<file path="src/la_wb_pkg.sv">
package la_wb_pkg;

    localparam int xlen      = 32;
    localparam int csr_num_w = 14;
    localparam int ecode_w   = 6;

    // csr numbers
    localparam logic [csr_num_w-1:0] csr_crmd   = 14'h0;
    localparam logic [csr_num_w-1:0] csr_prmd   = 14'h1;
    localparam logic [csr_num_w-1:0] csr_estat  = 14'h5;
    localparam logic [csr_num_w-1:0] csr_era    = 14'h6;
    localparam logic [csr_num_w-1:0] csr_badv   = 14'h7;
    localparam logic [csr_num_w-1:0] csr_eentry = 14'hc;
    localparam logic [csr_num_w-1:0] csr_save0  = 14'h30;
    localparam logic [csr_num_w-1:0] csr_save1  = 14'h31;
    localparam logic [csr_num_w-1:0] csr_save2  = 14'h32;
    localparam logic [csr_num_w-1:0] csr_save3  = 14'h33;

    // exception codes
    localparam logic [ecode_w-1:0] ecode_sys  = 6'hb;
    localparam logic [ecode_w-1:0] ecode_brk  = 6'hc;
    localparam logic [ecode_w-1:0] ecode_adef = 6'h8;
    localparam logic [ecode_w-1:0] ecode_ine  = 6'hd;
    localparam logic [ecode_w-1:0] ecode_ale  = 6'h9;

    typedef struct packed {
        logic csrrd;
        logic csrwr;
        logic csrxchg;
        logic ertn;
        logic syscall;
    } csr_op_t;

    typedef struct packed {
        logic adef;
        logic brk;
        logic ine;
        logic ale;
    } exc_op_t;

    // memory to write-back bus, 172 bits
    typedef struct packed {
        exc_op_t             exc;
        logic [xlen-1:0]     rj_value;
        logic [xlen-1:0]     rkd_value;
        csr_op_t             csr_op;
        logic [csr_num_w-1:0] csr_num;
        logic [14:0]         csr_code;
        logic                gr_we;
        logic [4:0]          dest;
        logic [xlen-1:0]     final_result;
        logic [xlen-1:0]     pc;
    } ms_to_ws_t;

    typedef struct packed {
        logic                 re;
        logic [csr_num_w-1:0] num;
        logic                 we;
        logic [xlen-1:0]      wmask;
        logic [xlen-1:0]      wvalue;
        logic                 ex;
        logic [ecode_w-1:0]   ecode;
        logic                 ertn;
        logic [xlen-1:0]      pc;
        logic [xlen-1:0]      vaddr;
    } csr_req_t;

    typedef struct packed {
        logic            valid;
        logic            we;
        logic [4:0]      waddr;
        logic [xlen-1:0] wdata;
    } rf_wr_t;

    typedef struct packed {
        logic [xlen-1:0] pc;
        logic [3:0]      rf_we;
        logic [4:0]      rf_wnum;
        logic [xlen-1:0] rf_wdata;
    } debug_trace_t;

endpackage

</file>
<file path="src/reg_file.sv">
module reg_file (
    input  logic                        clk,
    input  la_wb_pkg::rf_wr_t           rf_wr,
    input  logic [4:0]                  raddr,
    output logic [la_wb_pkg::xlen-1:0]  rdata
);
    import la_wb_pkg::*;

    logic [xlen-1:0] regs [32];
    logic            wr_en;

    // r0 is hardwired, never written
    assign wr_en = rf_wr.valid && rf_wr.we && (rf_wr.waddr != 5'd0);

    always_ff @(posedge clk) begin
        if (wr_en) begin
            regs[rf_wr.waddr] <= rf_wr.wdata;
        end
    end

    always_comb begin
        if (raddr == 5'd0) begin
            rdata = '0;
        end else begin
            rdata = regs[raddr];
        end
    end

endmodule

</file>
<file path="src/csr_file.sv">
module csr_file (
    input  logic                        clk,
    input  logic                        reset,
    input  la_wb_pkg::csr_req_t         csr_req,
    output logic [la_wb_pkg::xlen-1:0]  csr_rvalue,
    output logic [la_wb_pkg::xlen-1:0]  csr_eentry,
    output logic [la_wb_pkg::xlen-1:0]  csr_era
);
    import la_wb_pkg::*;

    // crmd fields
    logic [1:0]  crmd_plv;
    logic        crmd_ie;
    logic        crmd_da;

    // prmd fields
    logic [1:0]  prmd_pplv;
    logic        prmd_pie;

    logic [ecode_w-1:0] estat_ecode;
    logic [xlen-1:0]    era_q;
    logic [xlen-1:0]    badv_q;
    logic [25:0]        eentry_va;
    logic [xlen-1:0]    save_q [4];

    logic [xlen-1:0] crmd_value;
    logic [xlen-1:0] prmd_value;
    logic [xlen-1:0] estat_value;
    logic [xlen-1:0] eentry_value;
    logic [xlen-1:0] csr_value;
    logic [xlen-1:0] wmerged;
    logic            badv_hit;

    assign crmd_value   = {28'b0, crmd_da, crmd_ie, crmd_plv};
    assign prmd_value   = {29'b0, prmd_pie, prmd_pplv};
    // esubcode in bits 30..22 stays zero
    assign estat_value  = {10'b0, estat_ecode, 16'b0};
    assign eentry_value = {eentry_va, 6'b0};

    // era and eentry numbers are scoped, the ports share their names
    always_comb begin
        case (csr_req.num)
            csr_crmd:              csr_value = crmd_value;
            csr_prmd:              csr_value = prmd_value;
            csr_estat:             csr_value = estat_value;
            la_wb_pkg::csr_era:    csr_value = era_q;
            csr_badv:              csr_value = badv_q;
            la_wb_pkg::csr_eentry: csr_value = eentry_value;
            csr_save0:             csr_value = save_q[0];
            csr_save1:             csr_value = save_q[1];
            csr_save2:             csr_value = save_q[2];
            csr_save3:             csr_value = save_q[3];
            default:               csr_value = '0;
        endcase
    end

    assign csr_rvalue = csr_req.re ? csr_value : '0;

    // old value with the masked bits replaced
    assign wmerged = (csr_value & ~csr_req.wmask) | (csr_req.wvalue & csr_req.wmask);

    assign badv_hit = (csr_req.ecode == ecode_adef) || (csr_req.ecode == ecode_ale);

    always_ff @(posedge clk) begin
        if (reset) begin
            crmd_plv <= 2'b0;
            crmd_ie  <= 1'b0;
            crmd_da  <= 1'b1;
        end else if (csr_req.ex) begin
            crmd_plv <= 2'b0;
            crmd_ie  <= 1'b0;
        end else if (csr_req.ertn) begin
            crmd_plv <= prmd_pplv;
            crmd_ie  <= prmd_pie;
        end else if (csr_req.we && csr_req.num == csr_crmd) begin
            crmd_plv <= wmerged[1:0];
            crmd_ie  <= wmerged[2];
            crmd_da  <= wmerged[3];
        end
    end

    always_ff @(posedge clk) begin
        if (reset) begin
            prmd_pplv <= 2'b0;
            prmd_pie  <= 1'b0;
        end else if (csr_req.ex) begin
            prmd_pplv <= crmd_plv;
            prmd_pie  <= crmd_ie;
        end else if (csr_req.we && csr_req.num == csr_prmd) begin
            prmd_pplv <= wmerged[1:0];
            prmd_pie  <= wmerged[2];
        end
    end

    always_ff @(posedge clk) begin
        if (reset) begin
            estat_ecode <= '0;
            era_q       <= '0;
            badv_q      <= '0;
            eentry_va   <= '0;
            for (int i = 0; i < 4; i++) begin
                save_q[i] <= '0;
            end
        end else if (csr_req.ex) begin
            estat_ecode <= csr_req.ecode;
            era_q       <= csr_req.pc;
            if (badv_hit) begin
                badv_q <= csr_req.vaddr;
            end
        end else if (csr_req.we) begin
            case (csr_req.num)
                la_wb_pkg::csr_era:    era_q     <= wmerged;
                csr_badv:              badv_q    <= wmerged;
                la_wb_pkg::csr_eentry: eentry_va <= wmerged[31:6];
                csr_save0:             save_q[0] <= wmerged;
                csr_save1:             save_q[1] <= wmerged;
                csr_save2:             save_q[2] <= wmerged;
                csr_save3:             save_q[3] <= wmerged;
                default:               ;
            endcase
        end
    end

    assign csr_eentry = eentry_value;
    assign csr_era    = era_q;

    // the stage must suppress csr writes of a faulting instruction
    assert property (@(posedge clk) disable iff (reset) !(csr_req.we && csr_req.ex))
        else $error("csr write requested together with exception entry");

endmodule

</file>
<file path="src/wb_stage.sv">
module wb_stage (
    input  logic                        clk,
    input  logic                        reset,
    input  logic                        ms_to_ws_valid,
    input  la_wb_pkg::ms_to_ws_t        ms_to_ws_bus,
    output logic                        ws_allowin,
    input  logic [la_wb_pkg::xlen-1:0]  csr_rvalue,
    output la_wb_pkg::csr_req_t         csr_req,
    output la_wb_pkg::rf_wr_t           rf_wr,
    output la_wb_pkg::debug_trace_t     debug,
    output logic                        wb_ex,
    output logic                        wb_ertn
);
    import la_wb_pkg::*;

    logic       ws_valid;
    logic       ws_ready_go;
    ms_to_ws_t  ws_bus;

    logic            csr_inst;
    logic            rf_we;
    logic [xlen-1:0] rf_wdata;

    assign ws_ready_go = 1'b1;
    assign ws_allowin  = !ws_valid || ws_ready_go;

    // a flushed slot is refilled by whatever arrives at the same edge
    always_ff @(posedge clk) begin
        if (reset) begin
            ws_valid <= 1'b0;
        end else if (ws_allowin) begin
            ws_valid <= ms_to_ws_valid;
        end
    end

    always_ff @(posedge clk) begin
        if (ms_to_ws_valid && ws_allowin) begin
            ws_bus <= ms_to_ws_bus;
        end
    end

    assign wb_ex = ws_valid && (ws_bus.csr_op.syscall || ws_bus.exc.brk ||
                                ws_bus.exc.adef || ws_bus.exc.ine || ws_bus.exc.ale);
    assign wb_ertn = ws_valid && ws_bus.csr_op.ertn;

    assign csr_inst = ws_bus.csr_op.csrrd || ws_bus.csr_op.csrwr || ws_bus.csr_op.csrxchg;

    always_comb begin
        csr_req        = '0;
        csr_req.re     = ws_valid && (csr_inst || ws_bus.csr_op.ertn);
        csr_req.num    = ws_bus.csr_op.ertn ? csr_era : ws_bus.csr_num;
        csr_req.we     = ws_valid && !wb_ex &&
                         (ws_bus.csr_op.csrwr || ws_bus.csr_op.csrxchg);
        csr_req.wvalue = ws_bus.rkd_value;
        csr_req.ex     = wb_ex;
        csr_req.ertn   = wb_ertn;
        csr_req.pc     = ws_bus.pc;

        // csrxchg masks with rj
        if (ws_bus.csr_op.csrxchg) begin
            csr_req.wmask = ws_bus.rj_value;
        end else if (ws_bus.csr_op.csrwr) begin
            csr_req.wmask = '1;
        end

        // priority order of exception sources
        if (ws_bus.csr_op.syscall) begin
            csr_req.ecode = ecode_sys;
        end else if (ws_bus.exc.brk) begin
            csr_req.ecode = ecode_brk;
        end else if (ws_bus.exc.adef) begin
            csr_req.ecode = ecode_adef;
        end else if (ws_bus.exc.ine) begin
            csr_req.ecode = ecode_ine;
        end else if (ws_bus.exc.ale) begin
            csr_req.ecode = ecode_ale;
        end

        if (ws_bus.exc.adef) begin
            csr_req.vaddr = ws_bus.pc;
        end else if (ws_bus.exc.ale) begin
            csr_req.vaddr = ws_bus.final_result;
        end
    end

    assign rf_we    = ws_valid && ws_bus.gr_we && !wb_ex;
    assign rf_wdata = csr_inst ? csr_rvalue : ws_bus.final_result;

    assign rf_wr.valid = ws_valid;
    assign rf_wr.we    = rf_we;
    assign rf_wr.waddr = ws_bus.dest;
    assign rf_wr.wdata = rf_wdata;

    assign debug.pc       = ws_bus.pc;
    assign debug.rf_we    = {4{rf_we}};
    assign debug.rf_wnum  = ws_bus.dest;
    assign debug.rf_wdata = rf_wdata;

    assert property (@(posedge clk) disable iff (reset) ws_allowin)
        else $error("write-back stage stalled");

    // ertn and an exception on one instruction would fight over crmd
    assert property (@(posedge clk) disable iff (reset) !(wb_ex && wb_ertn))
        else $error("wb_ex and wb_ertn raised together");

endmodule

</file>
<file path="src/wb_subsystem.sv">
module wb_subsystem (
    input  logic                        clk,
    input  logic                        reset,
    input  logic                        ms_to_ws_valid,
    input  la_wb_pkg::ms_to_ws_t        ms_to_ws_bus,
    output logic                        ws_allowin,
    output la_wb_pkg::debug_trace_t     debug,
    output logic                        wb_ex,
    output logic                        wb_ertn,
    output logic [la_wb_pkg::xlen-1:0]  csr_eentry,
    output logic [la_wb_pkg::xlen-1:0]  csr_era,
    input  logic [4:0]                  reg_raddr,
    output logic [la_wb_pkg::xlen-1:0]  reg_rdata
);
    import la_wb_pkg::*;

    csr_req_t        csr_req;
    logic [xlen-1:0] csr_rvalue;
    rf_wr_t          rf_wr;

    wb_stage wb_stage_inst (
        .clk            (clk),
        .reset          (reset),
        .ms_to_ws_valid (ms_to_ws_valid),
        .ms_to_ws_bus   (ms_to_ws_bus),
        .ws_allowin     (ws_allowin),
        .csr_rvalue     (csr_rvalue),
        .csr_req        (csr_req),
        .rf_wr          (rf_wr),
        .debug          (debug),
        .wb_ex          (wb_ex),
        .wb_ertn        (wb_ertn)
    );

    // eentry and era go straight from the csr registers to fetch
    csr_file csr_file_inst (
        .clk        (clk),
        .reset      (reset),
        .csr_req    (csr_req),
        .csr_rvalue (csr_rvalue),
        .csr_eentry (csr_eentry),
        .csr_era    (csr_era)
    );

    reg_file reg_file_inst (
        .clk   (clk),
        .rf_wr (rf_wr),
        .raddr (reg_raddr),
        .rdata (reg_rdata)
    );

endmodule

</file>
<file path="config.mk">
export PLATFORM = sky130hd
export DESIGN_NAME = wb_subsystem
export DESIGN_NICKNAME = d
export VERILOG_FILES = /design/src/la_wb_pkg.sv /design/src/reg_file.sv /design/src/csr_file.sv /design/src/wb_stage.sv /design/src/wb_subsystem.sv
export SDC_FILE = /design/constraint.sdc
export NUM_CORES = 1
export LEC_CHECK = 0
export BUFFER_PORTS_ARGS = -buffer_cell sky130_fd_sc_hd__buf_2
export CAP_MARGIN = 15
export CORE_UTILIZATION = 55
export CTS_CLUSTER_SIZE = 12
export DETAILED_ROUTE_END_ITERATION = 10
export PLACE_DENSITY = 0.74
export SLEW_MARGIN = 20
export SYNTH_ARGS = -nofsm -noshare
export SYNTH_HDL_FRONTEND = slang
export SYNTH_SLANG_ARGS = --single-unit
</file>
<file path="constraint.sdc">
create_clock -name clk -period 3.4 [get_ports clk]
set_input_delay 0 -clock clk [delete_from_list [all_inputs] [get_ports clk]]
set_output_delay 0 -clock clk [all_outputs]
set_load 0.02 [all_outputs]
</file>
After elaboration in Yosys (flattened, before gate mapping)

Memory sizes are Yosys's and may differ from the RTL's.
Cells that the tools add are included.

Register bits after elaboration: 261
Bits in writable memories: 1152
Output and inout bits: 172
Word-level logic and storage cells: 141
Memories: 2

Memory list:

| name                 | words | width | read ports | clocked after memory_dff | wr ports | RTL line       | source |
|---|---|---|---|---|---|---|---|
| reg_file_inst.regs   | 32    | 32    | 1          | 0                        | 1        | reg_file.sv:9  | `logic [xlen-1:0] regs [32];` |
| csr_file_inst.save_q | 4     | 32    | 4          | 0                        | 4        | csr_file.sv:24 | `logic [xlen-1:0] save_q [4];` |

Equality and inequality tests: 12
Multiplexer cells: 57
Bitwise operators: 10
Reductions and logical operators: 34

Operator list:

| operator                                                                | count |
|---|---|
| 32-bit 2-to-1 mux                                                       | 18 |
| 32-bit one-hot mux with 10 select lines                                 | 1 |
| 32-bit AND                                                              | 2 |
| 14-bit by 6-bit equality test with 1-bit output, second input constant  | 4 |
| 14-bit by 3-bit equality test with 1-bit output, second input constant  | 3 |
| 32-bit inverter                                                         | 1 |
| 32-bit bitwise OR                                                       | 1 |
| 1-bit 2-to-1 mux                                                        | 28 |
| 6-bit 2-to-1 mux                                                        | 4 |
| 14-bit by 1-bit equality test with 1-bit output, second input constant  | 1 |
| 14-bit by 4-bit equality test with 1-bit output, second input constant  | 1 |
| 14-bit logical NOT                                                      | 1 |
| 14-bit 2-to-1 mux                                                       | 1 |
| 6-bit by 4-bit equality test with 1-bit output, second input constant   | 2 |
| 1-bit logical AND                                                       | 11 |
| 2-bit nonzero test                                                      | 5 |
| 1-bit logical OR                                                        | 9 |
| 3-bit AND reduction                                                     | 3 |
| 2-bit 2-to-1 mux                                                        | 4 |
| 5-bit logical NOT                                                       | 1 |
| 5-bit nonzero test                                                      | 1 |
| 4-bit 2-to-1 mux                                                        | 1 |
| 1-bit bitwise OR                                                        | 4 |
| 2-bit by 1-bit inequality test with 1-bit output, second input constant | 1 |
| 4 further kinds                                                         | 5 |

Depth between registers and ports, before layout

Gate-level depths: netlist (run 1).

Word-level depth: 13
Mapped depth: 10
Depth with buffers taken out: 7

Cells and area by module

A second synthesis (run 1) with hierarchy kept.

Cells, all modules: 3612
Area, all modules: 58641.2 µm²

By module, submodules not included:

| module   | instances | cells each | area an instance (µm²) | seq. area each (µm²) |
|---|---|---|---|---|
| reg_file | 1         | 1905       | 39678.1                | 30749.5 |
| csr_file | 1         | 1218       | 11895.2                | 5905.7 |
| wb_stage | 1         | 489        | 7068.0                 | 4734.5 |

Least setup slack after synthesis (run 1)

OpenSTA, ideal clock, no wires.

Kind: register to register
Start point: register wb_stage_inst.ws_bus[86] (netlist bit)
End point: memory reg_file_inst.regs[0][3], data pin
Setup time: 0.536 ns
Data arrival time: 3.355 ns
Path slack: -0.491 ns
Cell stages (with the launch flop): 9
Buffers on the path: 2
Period minus slack after synthesis: 3.891 ns
Cell sequence: edfxtp_1 > buf_2 > or3_1 > buf_2 > nor3_2 > a22o_1 > a221o_1 > o21ai_0 > o21ai_0

RTL lines:

| what                     | RTL line       | source |
|---|---|---|
| start: declaration       | wb_stage.sv:18 | `ms_to_ws_t ws_bus;` |
| start signal: assignment | wb_stage.sv:38 | `ws_bus <= ms_to_ws_bus;` |
| end: declaration         | reg_file.sv:9  |  |

==> results.sh, run 1 <==
export IMPL_arrival_ps=3360
export IMPL_io_pins=352
export IMPL_grt_util_met2=0.497
export IMPL_crit_path_end_kind="output port"
export IMPL_viasPerCell=6.35
export IMPL_insertion_delay_ps=750
export IMPL_cpMostUsedCell="buf_4"
export IMPL_place_gp_congestion=0.909
export IMPL_root_buffer="clkbuf_16"
export IMPL_die_y_um=323
export IMPL_clkTransAtPathRegs_ps=60
export IMPL_rr_worst_depth=8
export IMPL_hpwl_um=94800
export IMPL_outcome="complete, no violations"
export IMPL_finalSetupViolations=0
export IMPL_synth_top_area_share=0.692
export IMPL_holdPathStages=2
export IMPL_top_usage_layer="met2"
export IMPL_ys_seq_elements=1411
export IMPL_hold_class="in -> reg"
export IMPL_timing_fmax_ghz=0.297
export IMPL_die_area_sq_mm=0.105
export IMPL_yosysWarnings=0
export IMPL_wl_per_cell_um=27.7
export IMPL_antenna_found_initial=1
export IMPL_synth_area_sq_mm=0.0568
export IMPL_yosysMostFrequentCell="edfxtp_1"
export IMPL_drive_gt1_frac=0.261
export IMPL_syn_avg_cell_area_sq_um=16.8
export IMPL_place_inst=5035
export IMPL_postRouteAntennaNets=0
export IMPL_hold_end="wb_stage_inst.ws_bus[169]"
export IMPL_period_needed_ps=3360
export IMPL_synth_largest_area_cell="edfxtp_1"
export IMPL_ys_seq_area_frac=0.728
export IMPL_nFillCells=6527
export IMPL_tns_ps=0
export IMPL_synthCells=3375
export IMPL_wirelength_um=156000
export IMPL_p_total_uw=37300
export IMPL_synth_main_ff_cell="edfxtp_1"
export IMPL_first_global_vias=36200
export IMPL_numCtsBuffers=148
export IMPL_critical_path_top_delay_family="buffers and inverters"
export IMPL_grt_setup_unrepaired="true"
export IMPL_required_ps=3400
export IMPL_core_area_sq_mm=0.102
export IMPL_timing_hold_ws_ps=57.4
export IMPL_syn_to_final_growth_pct=22.1
export IMPL_p_per_area_mw_per_mm2=538
export IMPL_period_share=0.989
export IMPL_num_vias=35700
export IMPL_ir_worst_vdd_uv=432
export IMPL_hold_viol=0
export IMPL_grtUsageMet1=0.381
export IMPL_synth_common_cells="1,309 x edfxtp_1, 279 x nor2_1, 226 x mux4_2"
export IMPL_synth_area_leaders="edfxtp_1 69%, mux4_2 9.0%, dfxtp_1 3.6%"
export IMPL_r2r_start="wb_stage_inst.ws_bus[99]"
export IMPL_reg2reg_slack_ps=350
export IMPL_worst_pin_slew_ps=898
export IMPL_synth_edff_count=1309
export IMPL_start_util=0.557
export IMPL_start_kind="register"
export IMPL_cts_sinks=1411
export IMPL_first_pass_iters=7
export IMPL_drc=0
export IMPL_finalMaxSlewViolations=0
export IMPL_yosysUniqueCellTypes=75
export IMPL_cts_buffer_depth=3
export IMPL_cts_tree="yes"
export IMPL_rows=117
export IMPL_grt_pass1_wl_um=228000
export IMPL_crit_buf_inv=5
export IMPL_reg2reg_to="reg_file_inst.regs[23][11]"
export IMPL_fp_dieW_um=323
export IMPL_drt_iter0_markers=4585
export IMPL_p_leak_uw=0.0249
export IMPL_slowest_stage="edfxtp_1"
export IMPL_grt_total_usage=0.300
export IMPL_slowest_delay_ps=410
export IMPL_numPortBuffers=329
export IMPL_max_cap_violations=0
export IMPL_h_tree_depth=4
export IMPL_fin_skew_ps=36.6
export IMPL_grtUsageMet3=0.0662
export IMPL_final_core_util=0.680
export IMPL_grt_overflow=0
export IMPL_worst_path_max_fanout=33
export IMPL_min_from="ms_to_ws_bus[169]"
export IMPL_critPathKind="reg -> out"
export IMPL_worstPathCellList="nor4_4, buf_4, nand3_2, buf_6, a21oi_1, a221o_1, o21ai_0, buf_4, o21ai_2, buf_12, buf_2"
export IMPL_fin_nets=4333
export IMPL_fin_cells=5623
export IMPL_async_flop_share=0
export IMPL_antenna_cells=0
export IMPL_max_slew_margin_rel=0.402
export IMPL_grt_max_degree=95
-- flip-flops by register name, indices dropped and copies added (netlist names) --
register and cells:
reg_file_inst.regs 1024, csr_file_inst.crmd_plv 2, csr_file_inst.prmd_pplv 2, wb_stage_inst.ws_valid 1
csr_file_inst.badv_q 32, csr_file_inst.csr_era 32, csr_file_inst.crmd_da 1, csr_file_inst.eentry_va 26
csr_file_inst.crmd_ie 1, csr_file_inst.save_q 128, wb_stage_inst.debug 5, csr_file_inst.prmd_pie 1
csr_file_inst.estat_ecode 4, wb_stage_inst.csr_req 64, wb_stage_inst.ws_bus 88
-- cell type report --
type	instances	area (sq um)	share of cell area
sequential	1411	41300	0.596
multi-input combinational	1724	14600	0.211
timing repair buffer	859	7180	0.103
clock buffer	207	4070	0.0587
tap	1368	1710	0.0247
clock inverter	45	354	0.00511
inverter	9	33.8	0.000487
-- per-layer routing --
metal / share of wire / vias to the layer above
li1: - / 15000
met1: 0.36 / 17900
met2: 0.50 / 2345
met3: 0.10 / 423
met4: 0.038 / 0
met5: 0 / -
-- power breakdown --
group	internal (uW)	switching, uW	total, uW
clock network	8560	6460	15000
logic	1110	1730	2840
registers	19200	218	19500
-- cell families after synthesis --
| family | share of synthesized area |
|---|---|
| mux | 0.117 |
| simple gates | 0.0522 |
| other cells | 0.000132 |
| flops | 0.728 |
| compound gates | 0.0782 |
| buf+inv | 0.0243 |
-- placed cells by master (no fill, tap or decap), types with 47 or more instances in the layout --
cell type and instances:
buf_12 49, o21ai_0 122, buf_2 317, o22ai_1 47, edfxtp_1 1309, a22oi_1 79, buf_4 159, dlygate4sd3_1 311
dfxtp_1 102, clkbuf_16 152, mux4_2 226, a21oi_1 190, mux2i_1 115, nand2_1 112, nor2_1 245, clkbuf_1 48
nor3_1 125
-- worst reg2reg max path: stages (launching register included) --
cell      delay, ps
edfxtp_1        440
or4_4           610
nor3_4          170
nand2_1         200
inv_1           320
nand3_1         130
buf_4           240
nor2_4          370
buf_4           270
-- timing repair --
| action | CTS | global route |
|---|---|---|
| endpoints found under the hold margin | 235 | 0 |
| gates cloned | 1 | 1 |
| pin swaps | 2 | 9 |
| endpoints found under the setup margin | 28 | 29 |
| gates resized for setup | 72 | 59 |
| hold buffers | 311 | 0 |
| buffers inserted | 7 | 16 |
-- worst max path at each step --
stage | from | endpoint | slack, ps | cells past startpoint
finish | wb_stage_inst.ws_bus[93] | debug[3] | 40 | 11
global route | wb_stage_inst.ws_bus[93] | debug[3] | -30 | 11
CTS | wb_stage_inst.ws_bus[85] | debug[3] | -40 | 11
detailed placement | wb_stage_inst.ws_bus[89] | debug[7] | 90 | 10
global placement | wb_stage_inst.ws_bus[89] | debug[7] | 110 | 10
floorplan | wb_stage_inst.ws_bus[99] | reg_file_inst.regs[27][0] | -130 | 6
-- per-stage QoR --
stage | instance area, sq um | setup WS (ps)
finish | 69300 | 38.2
global route | 69300 | -32.3
CTS | 69000 | -36.4
detailed placement | 61100 | 93.6
global placement | 61100 | 107
floorplan | 56900 | -129
(Power assumes the default switching activity.)
==> run 2, diff against run 1 <==
--- a/config.mk
+++ b/config.mk
@@ -10,7 +10,7 @@
 export CORE_UTILIZATION = 55
 export CTS_CLUSTER_SIZE = 12
 export DETAILED_ROUTE_END_ITERATION = 10
-export PLACE_DENSITY = 0.74
+export PLACE_DENSITY = 0.71
 export SLEW_MARGIN = 20
 export SYNTH_ARGS = -nofsm -noshare
 export SYNTH_HDL_FRONTEND = slang
==> constraint.sdc (replaced) <==
create_clock -name clk -period 4.1 [get_ports clk]
set_input_delay 0 -clock clk [delete_from_list [all_inputs] [get_ports clk]]
set_output_delay 0 -clock clk [all_outputs]
set_load 0.02 [all_outputs]
==> results.sh, run 2 (synthesis results as in run 1) <==
export IMPL_worst_pin_slew_ps=1180
export IMPL_worst_path_max_fanout=33
export IMPL_crit_buf_inv=4
export IMPL_drive_gt1_frac=0.247
export IMPL_root_buffer="clkbuf_16"
export IMPL_cts_buffer_depth=3
export IMPL_num_vias=35700
export IMPL_drt_iter0_markers=4572
export IMPL_reg_top3="reg_file_inst.regs: 1024 flops, csr_file_inst.save_q: 128 flops, wb_stage_inst.ws_bus: 88 flops"
export IMPL_max_slew_margin_rel=0.214
export IMPL_rows=117
export IMPL_crit_path_end_kind="output port"
export IMPL_critical_path_top_delay_family="compound AO/OA/AOI/OAI gates"
export IMPL_first_global_vias=35600
export IMPL_grt_setup_unrepaired="false"
export IMPL_grt_overflow=0
export IMPL_final_core_util=0.671
export IMPL_fin_nets=4289
export IMPL_hpwl_um=92700
export IMPL_stdcell_area_sq_mm=0.0685
export IMPL_finalMaxSlewViolations=0
export IMPL_nFillCells=6704
export IMPL_place_inst=5014
export IMPL_tns_ps=0
export IMPL_start_kind="register"
export IMPL_cts_setup_buffers=0
export IMPL_fin_cells=5584
export IMPL_seqCellArea_sq_mm=0.0413
export IMPL_period_share=0.979
export IMPL_grt_max_degree=90
export IMPL_largest_reg_flops=1024
export IMPL_pwr_share_seq=0.525
export IMPL_period_needed_ps=4010
export IMPL_numCtsBuffers=147
export IMPL_viasPerCell=6.39
export IMPL_timing_fmax_ghz=0.249
export IMPL_insertion_delay_ps=760
export IMPL_grt_total_usage=0.304
export IMPL_clock_power_share=0.402
export IMPL_multi_input_comb_area_sq_mm=0.0145
export IMPL_pre_cts_ws_ps=694
export IMPL_fp_dieW_um=323
export IMPL_slowest_stage="edfxtp_1"
export IMPL_swShare=0.227
export IMPL_combPwrFrac=0.074
export IMPL_wirelength_um=158000
export IMPL_critPathKind="reg -> out"
export IMPL_hold_class="in -> reg"
export IMPL_numPortBuffers=329
export IMPL_p_leak_uw=0.0246
export IMPL_finalSetupViolations=0
export IMPL_grt_pass1_wl_um=230000
export IMPL_first_pass_iters=6
export IMPL_wl_per_cell_um=28.2
export IMPL_drc=0
export IMPL_cts_tree="yes"
export IMPL_fin_skew_ps=31.8
export IMPL_top_register="reg_file_inst.regs"
export IMPL_h_tree_depth=4
export IMPL_die_y_um=323
export IMPL_ir_worst_vdd_uv=363
export IMPL_die_area_sq_mm=0.105
export IMPL_final_common_cell="edfxtp_1"
export IMPL_slowest_delay_ps=530
export IMPL_worstPathCellList="buf_6, and3b_1, and2_1, buf_4, a22o_1, a221o_1, o21ai_0, nand2_1, buf_12, buf_2"
export IMPL_p_int_uw=23800
export IMPL_postRouteAntennaNets=0
export IMPL_max_cap_violations=0
export IMPL_required_ps=4100
export IMPL_start_util=0.557
export IMPL_hold_viol=0
export IMPL_io_pins=352
export IMPL_cts_sinks=1411
export IMPL_outcome="complete, no violations"
export IMPL_final_cell_mix="1,309 x edfxtp_1, 324 x buf_2, 314 x dlygate4sd3_1"
export IMPL_p_per_area_mw_per_mm2=449
export IMPL_antenna_found_initial=6
export IMPL_arrival_ps=4010
export IMPL_place_gp_congestion=0.888
export IMPL_syn_to_final_growth_pct=20.5
export IMPL_switchingPower_uw=6980
export IMPL_setup_slack_ps=86.7
export IMPL_clkTransAtPathRegs_ps=60
export IMPL_core_area_sq_mm=0.102
export IMPL_placed_area_sq_mm=0.0609
## run 2: cell count changes in the layout (fill, tap and decap cells not counted), sizes merged
cell / previous run / this run
diode: 0 / 2
clkinvlp: 2 / 1
or2: 5 / 4
dlygate4sd3: 311 / 314
bufinv: 3 / 2
buf: 543 / 503
inv: 19 / 14
clkbuf: 212 / 202
clkinv: 30 / 44
## run 2: path summary, 6_finish.rpt
kind                              from                        end  slack (ps)  cells past startpoint
max          wb_stage_inst.ws_bus[100]                  debug[26]          90                     10
min reg2reg    csr_file_inst.badv_q[2]    csr_file_inst.badv_q[2]         450                      2
min                   ms_to_ws_bus[99]   wb_stage_inst.ws_bus[99]          70                      2
max reg2reg   wb_stage_inst.ws_bus[99]  reg_file_inst.regs[8][19]         690                      8
## run 2: worst register-to-register path, cell delays in order (launching register included)
cell,delay [ps]
edfxtp_1,430
or4_4,610
nor3_4,370
nand2_1,290
nor2_1,200
nand3b_1,300
buf_4,290
nor2_4,300
buf_12,270
## run 2: power by group through the flow
stage	Clock, uW	Sequential [uW]	Combinational (uW)
finish	12400	16100	2260
CTS	12400	16100	2210
global route	13000	16200	2390
global placement	0	16400	1950
floorplan	0	16400	1220
detailed placement	0	16400	1980
## run 2: layout make-up
class,count,area share
clock buffers,202,0.0589
diodes,2,0.0000731
flip-flops and latches,1411,0.604
well taps,1368,0.0250
repair buffers,817,0.0941
inverters,9,0.000493
clock inverters,52,0.00528
multi-input cells,1723,0.212
## run 2: repair_timing
item | in CTS | in global routing
hold buffers | 314 | 0
endpoints found under the hold margin | 247 | 0
endpoints found under the setup margin | 0 | 18
resized for setup | 0 | 6
## run 2: routing by layer
metal | up-vias | track usage | routed length [um]
li1 | 15000 | - | -
met1 | 17900 | 0.412 | 59500
met2 | 2354 | 0.492 | 76400
met3 | 428 | 0.0592 | 16200
met4 | 0 | 0.110 | 5550
met5 | - | 0 | 0
## run 2: metrics by stage
step           hold slack (ps)  power (uW)
4_1_cts                   4.93       30800
6_report                  65.0       30800
3_3_place_gp               176       18400
5_1_grt                   37.4       31600
2_1_floorplan             98.9       17600
3_5_place_dp               178       18400
